[src/design/uart_frame_macros.svh]
//********************
// build-time constants for the framed string link
// FRAME_CLKS_PER_BIT must be even and at least 4
// FRAME_MARK may not appear inside a payload
//********************
`ifndef UART_FRAME_MACROS_SVH
`define UART_FRAME_MACROS_SVH

// payload capacity of one string in bytes
`define FRAME_MAX_BYTES 16

// sys_clk cycles per serial bit
`define FRAME_CLKS_PER_BIT 16

// delimiter byte is ascii '&'
`define FRAME_MARK 8'h26

`endif

[src/design/uart_frame_pkg.sv]
//********************
// shared types of the framed string link
// byte 0 of a string sits in bits 7:0 and goes out first
//********************
`include "uart_frame_macros.svh"

package uart_frame_pkg;

	// whole string with byte 0 in the lowest bits
	typedef logic [`FRAME_MAX_BYTES*8-1:0] frame_string_t;

	// byte count from 0 up to FRAME_MAX_BYTES inclusive
	typedef logic [$clog2(`FRAME_MAX_BYTES+1)-1:0] frame_len_t;

	// one received character
	typedef struct packed {
		logic       valid;
		logic [7:0] data;
	} byte_beat_t;

endpackage

[src/design/frame_rx.sv]
//********************
// parses &&payload&& from received bytes
// a lone '&' ends the payload and the next byte must be '&'
// bytes outside a frame are dropped silently
// rx_string above rx_length reads as zero
//********************
`timescale 1ns/100ps
`include "uart_frame_macros.svh"

module frame_rx (
	input  logic                         sys_clk,
	input  logic                         sys_rst_n,
	input  uart_frame_pkg::byte_beat_t    rx_beat,
	output uart_frame_pkg::frame_string_t rx_string,
	output uart_frame_pkg::frame_len_t    rx_length,
	output logic                         rx_busy,
	output logic                         rx_done,
	output logic                         rx_err
);

	import uart_frame_pkg::*;

	localparam int MAX_BYTES = `FRAME_MAX_BYTES;
	localparam int STR_W     = MAX_BYTES * 8;

	typedef enum logic [1:0] {
		R_IDLE,
		R_OPEN,
		R_BODY,
		R_CLOSE
	} parse_state_t;

	parse_state_t  state;
	frame_string_t work_str;
	frame_len_t    work_len;
	logic          is_mark;
	logic          full;
	logic          store;
	logic          finish;

	assign is_mark = (rx_beat.data == `FRAME_MARK);
	assign full    = (work_len == frame_len_t'(MAX_BYTES));
	assign store   = rx_beat.valid && state == R_BODY && !is_mark && !full;
	assign finish  = rx_beat.valid && state == R_CLOSE && is_mark;
	assign rx_busy = (state != R_IDLE);

	always_ff @(posedge sys_clk or negedge sys_rst_n) begin
		if (!sys_rst_n) begin
			state    <= R_IDLE;
			work_len <= '0;
			rx_done  <= 1'b0;
			rx_err   <= 1'b0;
		end else begin
			rx_done <= 1'b0;
			rx_err  <= 1'b0;
			if (rx_beat.valid) begin
				case (state)
					R_IDLE: if (is_mark)
						state <= R_OPEN;
					R_OPEN: begin
						if (is_mark) begin
							state    <= R_BODY;
							work_len <= '0;
						end else begin
							state  <= R_IDLE;
							rx_err <= 1'b1;
						end
					end
					R_BODY: begin
						if (is_mark) begin
							state <= R_CLOSE;
						end else if (full) begin
							// payload overrun
							state  <= R_IDLE;
							rx_err <= 1'b1;
						end else begin
							work_len <= work_len + 1'b1;
						end
					end
					R_CLOSE: begin
						state   <= R_IDLE;
						rx_done <= is_mark;
						rx_err  <= !is_mark;
					end
					default: state <= R_IDLE;
				endcase
			end
		end
	end

	// bytes enter at the top and are right-aligned on completion
	always_ff @(posedge sys_clk) begin
		if (store)
			work_str <= {rx_beat.data, work_str[STR_W-1:8]};
		if (finish) begin
			rx_string <= work_str >> (8 * (MAX_BYTES - int'(work_len)));
			rx_length <= work_len;
		end
	end

	// done and error never pulse together
	a_single_outcome: assert property (
		@(posedge sys_clk) disable iff (!sys_rst_n)
		!(rx_done && rx_err)
	);

endmodule

[src/design/frame_tx.sv]
//********************
// wraps a string as &&payload&& into the serializer
// tx_length must not exceed FRAME_MAX_BYTES
// string and length are captured when tx_req is taken
//********************
`timescale 1ns/100ps
`include "uart_frame_macros.svh"

module frame_tx (
	input  logic                         sys_clk,
	input  logic                         sys_rst_n,
	input  uart_frame_pkg::frame_string_t tx_string,
	input  uart_frame_pkg::frame_len_t    tx_length,
	input  logic                         tx_req,
	output logic                         tx_busy,
	output logic                         tx_done,
	output logic [7:0]                   byte_data,
	output logic                         byte_req,
	input  logic                         byte_done
);

	import uart_frame_pkg::*;

	// one-hot states
	localparam logic [6:0] ST_IDLE    = 7'b000_0001;
	localparam logic [6:0] ST_MARK1   = 7'b000_0010;
	localparam logic [6:0] ST_MARK2   = 7'b000_0100;
	localparam logic [6:0] ST_CONTENT = 7'b000_1000;
	localparam logic [6:0] ST_MARK3   = 7'b001_0000;
	localparam logic [6:0] ST_MARK4   = 7'b010_0000;
	localparam logic [6:0] ST_FINISH  = 7'b100_0000;

	logic [6:0]    state;
	logic [6:0]    next_state;
	logic          accept;
	logic          issue;
	logic          shift;
	logic [7:0]    next_data;
	frame_string_t str_q;
	frame_len_t    len_q;
	frame_len_t    byte_cnt;
	logic          in_flight;

	// finish counts as idle, so a new request can be taken there
	assign accept  = tx_req && (state == ST_IDLE || state == ST_FINISH);
	assign tx_busy = !(state == ST_IDLE || state == ST_FINISH);
	assign tx_done = (state == ST_FINISH);
	assign shift   = issue && (next_state == ST_CONTENT);

	always_comb begin
		next_state = state;
		issue      = 1'b0;
		next_data  = `FRAME_MARK;
		case (state)
			ST_IDLE, ST_FINISH: begin
				next_state = accept ? ST_MARK1 : ST_IDLE;
				issue      = accept;
			end
			ST_MARK1: if (byte_done) begin
				next_state = ST_MARK2;
				issue      = 1'b1;
			end
			// empty string goes straight to the closing marks
			ST_MARK2, ST_CONTENT: if (byte_done) begin
				issue = 1'b1;
				if (byte_cnt == len_q) begin
					next_state = ST_MARK3;
				end else begin
					next_state = ST_CONTENT;
					next_data  = str_q[7:0];
				end
			end
			ST_MARK3: if (byte_done) begin
				next_state = ST_MARK4;
				issue      = 1'b1;
			end
			ST_MARK4: if (byte_done)
				next_state = ST_FINISH;
			default: next_state = ST_IDLE;
		endcase
	end

	always_ff @(posedge sys_clk or negedge sys_rst_n) begin
		if (!sys_rst_n) begin
			state     <= ST_IDLE;
			byte_req  <= 1'b0;
			byte_cnt  <= '0;
			in_flight <= 1'b0;
		end else begin
			state    <= next_state;
			byte_req <= issue;
			if (accept)
				byte_cnt <= '0;
			else if (shift)
				byte_cnt <= byte_cnt + 1'b1;
			if (byte_req)
				in_flight <= 1'b1;
			else if (byte_done)
				in_flight <= 1'b0;
		end
	end

	// payload bytes leave from the bottom of the latched copy
	always_ff @(posedge sys_clk) begin
		if (accept) begin
			str_q <= tx_string;
			len_q <= tx_length;
		end else if (shift) begin
			str_q <= str_q >> 8;
		end
		if (issue)
			byte_data <= next_data;
	end

	a_no_req_while_sending: assert property (
		@(posedge sys_clk) disable iff (!sys_rst_n)
		byte_req |-> !in_flight
	);

endmodule

[src/design/uart_frame_top.sv]
//********************
// framed string link over one 8N1 uart
// transmit path runs frame_tx into uart_tx
// receive path runs uart_rx into frame_rx
//********************
`timescale 1ns/100ps

module uart_frame_top (
	input  logic                          sys_clk,
	input  logic                          sys_rst_n,
	input  uart_frame_pkg::frame_string_t tx_string,
	input  uart_frame_pkg::frame_len_t    tx_length,
	input  logic                          tx_req,
	output logic                          tx_busy,
	output logic                          tx_done,
	output uart_frame_pkg::frame_string_t rx_string,
	output uart_frame_pkg::frame_len_t    rx_length,
	output logic                          rx_busy,
	output logic                          rx_done,
	output logic                          rx_err,
	input  logic                          uart_rx_port,
	output logic                          uart_tx_port
);

	import uart_frame_pkg::*;

	logic [7:0] byte_data;
	logic       byte_req;
	logic       byte_done;
	byte_beat_t rx_beat;

	// transmit pipeline
	frame_tx u_frame_tx (
		.sys_clk   (sys_clk),
		.sys_rst_n (sys_rst_n),
		.tx_string (tx_string),
		.tx_length (tx_length),
		.tx_req    (tx_req),
		.tx_busy   (tx_busy),
		.tx_done   (tx_done),
		.byte_data (byte_data),
		.byte_req  (byte_req),
		.byte_done (byte_done)
	);

	uart_tx u_uart_tx (
		.sys_clk   (sys_clk),
		.sys_rst_n (sys_rst_n),
		.byte_data (byte_data),
		.byte_req  (byte_req),
		.tx_line   (uart_tx_port),
		.byte_done (byte_done)
	);

	// receive pipeline
	uart_rx u_uart_rx (
		.sys_clk   (sys_clk),
		.sys_rst_n (sys_rst_n),
		.rx_line   (uart_rx_port),
		.rx_beat   (rx_beat)
	);

	frame_rx u_frame_rx (
		.sys_clk   (sys_clk),
		.sys_rst_n (sys_rst_n),
		.rx_beat   (rx_beat),
		.rx_string (rx_string),
		.rx_length (rx_length),
		.rx_busy   (rx_busy),
		.rx_done   (rx_done),
		.rx_err    (rx_err)
	);

endmodule

[src/design/uart_rx.sv]
//********************
// 8N1 receiver, samples at mid-bit
// a start bit gone high at mid-bit counts as a glitch
// a byte with a low stop bit gives no beat
//********************
`timescale 1ns/100ps
`include "uart_frame_macros.svh"

module uart_rx (
	input  logic                      sys_clk,
	input  logic                      sys_rst_n,
	input  logic                      rx_line,
	output uart_frame_pkg::byte_beat_t rx_beat
);

	localparam int CPB    = `FRAME_CLKS_PER_BIT;
	localparam int HALF   = CPB / 2;
	localparam int BAUD_W = $clog2(CPB);

	typedef enum logic [1:0] {
		RX_IDLE,
		RX_START,
		RX_DATA,
		RX_STOP
	} rx_state_t;

	rx_state_t         state;
	logic              rx_meta;
	logic              rx_sync;
	logic              rx_prev;
	logic              fall;
	logic [2:0]        bit_cnt;
	logic [BAUD_W-1:0] baud_cnt;
	logic [7:0]        data_sr;
	logic              beat_valid;

	assign fall    = rx_prev && !rx_sync;
	assign rx_beat = '{valid: beat_valid, data: data_sr};

	// two-flop synchronizer plus edge history that idles high
	always_ff @(posedge sys_clk or negedge sys_rst_n) begin
		if (!sys_rst_n) begin
			rx_meta <= 1'b1;
			rx_sync <= 1'b1;
			rx_prev <= 1'b1;
		end else begin
			rx_meta <= rx_line;
			rx_sync <= rx_meta;
			rx_prev <= rx_sync;
		end
	end

	always_ff @(posedge sys_clk or negedge sys_rst_n) begin
		if (!sys_rst_n) begin
			state      <= RX_IDLE;
			bit_cnt    <= 3'd0;
			baud_cnt   <= '0;
			beat_valid <= 1'b0;
		end else begin
			beat_valid <= 1'b0;
			baud_cnt   <= baud_cnt + 1'b1;
			case (state)
				RX_IDLE: begin
					baud_cnt <= '0;
					if (fall)
						state <= RX_START;
				end
				// recheck the start bit at its middle
				RX_START: if (baud_cnt == BAUD_W'(HALF - 1)) begin
					baud_cnt <= '0;
					bit_cnt  <= 3'd0;
					state    <= rx_sync ? RX_IDLE : RX_DATA;
				end
				RX_DATA: if (baud_cnt == BAUD_W'(CPB - 1)) begin
					baud_cnt <= '0;
					bit_cnt  <= bit_cnt + 3'd1;
					if (bit_cnt == 3'd7)
						state <= RX_STOP;
				end
				// back to idle at mid stop bit where the line is high
				RX_STOP: if (baud_cnt == BAUD_W'(CPB - 1)) begin
					beat_valid <= rx_sync;
					state      <= RX_IDLE;
				end
				default: state <= RX_IDLE;
			endcase
		end
	end

	always_ff @(posedge sys_clk) begin
		if (state == RX_DATA && baud_cnt == BAUD_W'(CPB - 1))
			data_sr <= {rx_sync, data_sr[7:1]};
	end

endmodule

[src/design/uart_tx.sv]
//********************
// 8N1 serializer, one byte per byte_req pulse
// byte_req while a byte is on the line is ignored
// byte_done is high in the last cycle of the stop bit
//********************
`timescale 1ns/100ps
`include "uart_frame_macros.svh"

module uart_tx (
	input  logic       sys_clk,
	input  logic       sys_rst_n,
	input  logic [7:0] byte_data,
	input  logic       byte_req,
	output logic       tx_line,
	output logic       byte_done
);

	localparam int CPB    = `FRAME_CLKS_PER_BIT;
	localparam int BAUD_W = $clog2(CPB);

	logic              busy;
	logic [3:0]        bit_cnt;
	logic [BAUD_W-1:0] baud_cnt;
	logic [7:0]        data_sr;
	logic              bit_end;

	// bit_cnt 0 is the start bit, 1..8 data, 9 stop
	assign bit_end   = busy && (baud_cnt == BAUD_W'(CPB - 1));
	assign byte_done = bit_end && (bit_cnt == 4'd9);

	always_ff @(posedge sys_clk or negedge sys_rst_n) begin
		if (!sys_rst_n) begin
			busy     <= 1'b0;
			bit_cnt  <= 4'd0;
			baud_cnt <= '0;
			tx_line  <= 1'b1;
		end else if (!busy) begin
			bit_cnt  <= 4'd0;
			baud_cnt <= '0;
			if (byte_req) begin
				busy    <= 1'b1;
				tx_line <= 1'b0;
			end
		end else if (bit_end) begin
			baud_cnt <= '0;
			bit_cnt  <= bit_cnt + 4'd1;
			if (bit_cnt == 4'd9) begin
				busy    <= 1'b0;
				tx_line <= 1'b1;
			end else if (bit_cnt == 4'd8) begin
				tx_line <= 1'b1;
			end else begin
				// lsb first
				tx_line <= data_sr[bit_cnt[2:0]];
			end
		end else begin
			baud_cnt <= baud_cnt + 1'b1;
		end
	end

	always_ff @(posedge sys_clk) begin
		if (!busy && byte_req)
			data_sr <= byte_data;
	end

	a_idle_line_high: assert property (
		@(posedge sys_clk) disable iff (!sys_rst_n)
		!busy |-> tx_line
	);

endmodule

[config.mk]
export PLATFORM = sky130hd
export DESIGN_NAME = uart_frame_top
export DESIGN_NICKNAME = d
export VERILOG_FILES = /design/src/design/uart_frame_pkg.sv /design/src/design/frame_rx.sv /design/src/design/frame_tx.sv /design/src/design/uart_frame_top.sv /design/src/design/uart_rx.sv /design/src/design/uart_tx.sv
export VERILOG_INCLUDE_DIRS = /design/src /design/src/design
export SDC_FILE = /design/constraint.sdc
export NUM_CORES = 1
export LEC_CHECK = 0
export BUFFER_PORTS_ARGS = -buffer_cell sky130_fd_sc_hd__buf_4
export CAP_MARGIN = 20
export CORE_ASPECT_RATIO = 1.2
export CORE_MARGIN = 2
export CORE_UTILIZATION = 32
export CTS_CLUSTER_DIAMETER = 200
export DETAILED_ROUTE_END_ITERATION = 16
export HOLD_SLACK_MARGIN = 0.08
export SLEW_MARGIN = 20
export SYNTH_ARGS = -nofsm -noshare
export SYNTH_HDL_FRONTEND = slang
export SYNTH_SLANG_ARGS = --single-unit
[constraint.sdc]
create_clock -name sys_clk -period 14.6 [get_ports sys_clk]
set_input_delay 2.92 -clock sys_clk [delete_from_list [all_inputs] [get_ports sys_clk]]
set_output_delay 2.92 -clock sys_clk [all_outputs]
set_load 0.005 [all_outputs]
==> out/metrics.cfg <==
[run_status]
status=finished, final reports clean

[synthesis]
syn-cell-area_sq_mm=0.0221
syn-num-nets=1951
ys_ff_latch=463
yosysWarnings=0
ys_types=69
synth_top_cell_by_area=edfxtp_1
ys_seq_area_share_pct=62.0
ys.flop_type=edfxtp_1
netlist.area_leader.share_pct=56.9
async_flop_share_pct=9.72
synthTopCellsByArea=edfxtp_1 57%, nand2_1 7.7%, mux4_2 5.0%
synthesis.instances=1799
synth_edf_count=418
avgSynthCellArea_sq_um=12.3

[critical_path]
r2r_setup_slack_ps=9410
cp_top_family=buffers and inverters
r2r-start=u_frame_rx.work_len[0]$_DFFE_PN0P_
path_class=reg -> reg
cp_slowest_cell=dfrtp_4
critPathRequiredTime_ps=14940
worstPathMaxFanout=51
critPathBufInv=3
reg2reg_depth=8
worstSetupStartpointType=flop
cpPeakStageDelay_ps=840
crit_top_cell=buf_4
path_cells=inv_2, ha_4, buf_4, buf_4, nand2b_1, nor2_2, a222oi_1, o221ai_1
cp-end-kind=flop
cp.arrival_ps=5530
reg2reg_to=u_frame_rx.rx_string[6]$_SDFFCE_PP0P_

[detailed_routing]
m1WireLength_mm=24.1
routed_wl_mm=61.7
drt-initial-drc-count=1580
routed-via-count=15500
wl_per_cell_um=20.7
wl_met2_mm=29.3
top_layer=met4
via_per_inst=5.20
drtAntennaViolNets=0
remaining_drc_errors=0
dr.pass1.iters=9
dr_wl_met3_mm=5.99

[clock_network]
cts_setup_buffers=0
holdBufCountCts=0
clkLatencyLatePin_ps=610
clk_pin_slew_ps=60
cts.sinks=463
cts_tree=done
h-tree-depth=2
numCtsBuffers=50
clockBufferDepth=3
cts-root-buf=clkbuf_16
ctsResizeCount=0

[hold_path]
holdPathStages=0
hold_start=u_uart_rx.rx_meta$_DFF_PN1_
hp-class=reg -> reg
whs_endpoint=u_uart_rx.rx_sync$_DFF_PN1_

[die]
core_sq_mm=0.0683
die_w_um=244
pin_count=276
die_area_sq_mm=0.0711
start_util_pct=32.3
rows=105
dieHeight_um=292

[global_route]
grt_use_total_pct=16.9
grt_max_degree=117
grt_pass1_vias=15600
grt_pass1_wl_mm=93.3
grt-ovfl-total=0
antenna_found_initial=0

[timing]
finalHoldViolations=0
setup_tns_ps=0
layout_setup_ws_ps=9410
slew_violations=0
min_period_ps=5190
tightest_slew_ps=1110
rsz0062_at_grt=false
skew_ps=47.4
relSlewSlack_pct=26.3
setup_viol=0
fmax_mhz=193
fin_crit_sh_pct=35.6
hold_slack_ps=356

[finish]
drive_above_1_share_pct=24.6
diodes=0
nFillCells=6592
nets=2183
area_delta_synth_final_pct=20.5
utilization_pct=38.9

[place]
gp_congestion=0.861
port_buffers=275
dp_hpwl_mm=42.7
place_ws_ps=8900

[power_and_ir_drop]
p_leak_nw=9.63
finalPower_mw=3.35
irDropWorstVdd_v=0.0000999
powerDensity_mw_per_mm2=126

[flow_run]
maxCapViolations=0

-- worst reg2reg max path, delay by kind of cell, from the launching register on --
family,cells,cell delay (ps)
simple gates,2,820
buf+inv,3,1760
fa+ha+maj,1,820
compound gates,2,720
flops,1,840
-- cell families after synthesis --
| family | count (synthesis) | share of synthesized area, % |
|---|---|---|
| DFF | 463 | 62.0 |
| adders and majority gates | 15 | 0.851 |
| muxes | 181 | 11.3 |
| buffers and inverters | 135 | 2.92 |
| and+or+nand+nor | 722 | 14.0 |
| xor gates and xnor gates | 17 | 0.675 |
| AOI/OAI and AO/OA | 266 | 8.24 |
-- placed cells by master (no fill, tap or decap), types with 39 or more instances in the layout --
| cell | Yosys | final |
|---|---|---|
| buf_4 | 7 | 298 |
| nand2_1 | 453 | 453 |
| mux4_2 | 49 | 49 |
| clkbuf_16 | 0 | 51 |
| nor2_1 | 107 | 106 |
| mux2i_1 | 85 | 85 |
| edfxtp_1 | 418 | 418 |
| o21ai_0 | 59 | 58 |
| a21oi_1 | 54 | 54 |
| dfrtp_1 | 40 | 39 |
| mux2_2 | 47 | 47 |
-- sequential cells by signal, indices dropped and copies added, names as in the netlist, 7 cells and up, named ones only --
signal	cells
u_frame_tx.byte_data	8
u_frame_rx.rx_string	128
u_uart_rx.data_sr	8
u_frame_tx.state	7
u_frame_rx.work_str	128
u_uart_tx.data_sr	8
u_frame_tx.str_q	128
-- synth_stat cells (9+ instances only) --
cell       number
nand2_1       453
edfxtp_1      418
nor2_1        107
mux2i_1        85
o21ai_0        59
a21oi_1        54
clkbuf_1       52
mux4_2         49
mux2_2         47
buf_2          41
dfrtp_1        40
and2_1         37
nand3_1        29
o22ai_1        28
nor3_1         26
a222oi_1       19
a211oi_1       18
ha_1           15
inv_1          14
nand2b_1       13
and3_1         12
buf_1          11
nor2b_1        11
o221ai_1       11
xor2_1         11
o2bb2ai_1      10
o21a_1          9
-- through the flow --
step / std cells / cell area (sq um)
finish: 2978 / 26600
floorplan: 1799 / 22100
global placement: 2888 / 24900
CTS: 2978 / 26600
detailed placement: 2888 / 24900
global route: 2978 / 26600
-- power by group --
part	switching (mW)	leakage, nW	internal, mW
clock network	0.551	0.799	0.710
logic	0.268	4.71	0.131
registers	0.0493	4.12	1.64
-- layer usage --
metal	track usage (%)	vias up
met5	0	-
met4	6.42	0
met3	4.97	113
met2	27.8	734
met1	21.1	7542
li1	-	7094
-- worst max-delay path by stage --
stage | startpoint | end | slack, ps | cells past startpoint
after global placement | tx_req | u_frame_tx.str_q[72]$_DFFE_PP_ | 8850 | 6
after detailed placement | tx_req | u_frame_tx.str_q[65]$_DFFE_PP_ | 8900 | 6
final | u_frame_rx.work_len[0]$_DFFE_PN0P_ | u_frame_rx.rx_string[6]$_SDFFCE_PP0P_ | 9410 | 8
after floorplan | tx_req | u_frame_tx.str_q[0]$_DFFE_PP_ | 770 | 4
after CTS | u_frame_rx.work_len[0]$_DFFE_PN0P_ | u_frame_rx.rx_string[6]$_SDFFCE_PP0P_ | 9440 | 8
after global routing | u_frame_rx.work_len[0]$_DFFE_PN0P_ | u_frame_rx.rx_string[41]$_SDFFCE_PP0P_ | 9140 | 9
-- layout make-up --
class | instances | area, sq um | area share (%)
sequential | 463 | 13700 | 51.5
inverter | 16 | 61.3 | 0.231
multi-input combinational | 1201 | 7820 | 29.4
tap | 909 | 1140 | 4.28
clock inverter | 29 | 285 | 1.07
timing repair buffer | 299 | 2250 | 8.46
clock buffer | 61 | 1330 | 5.02
(Power assumes the default switching activity.)
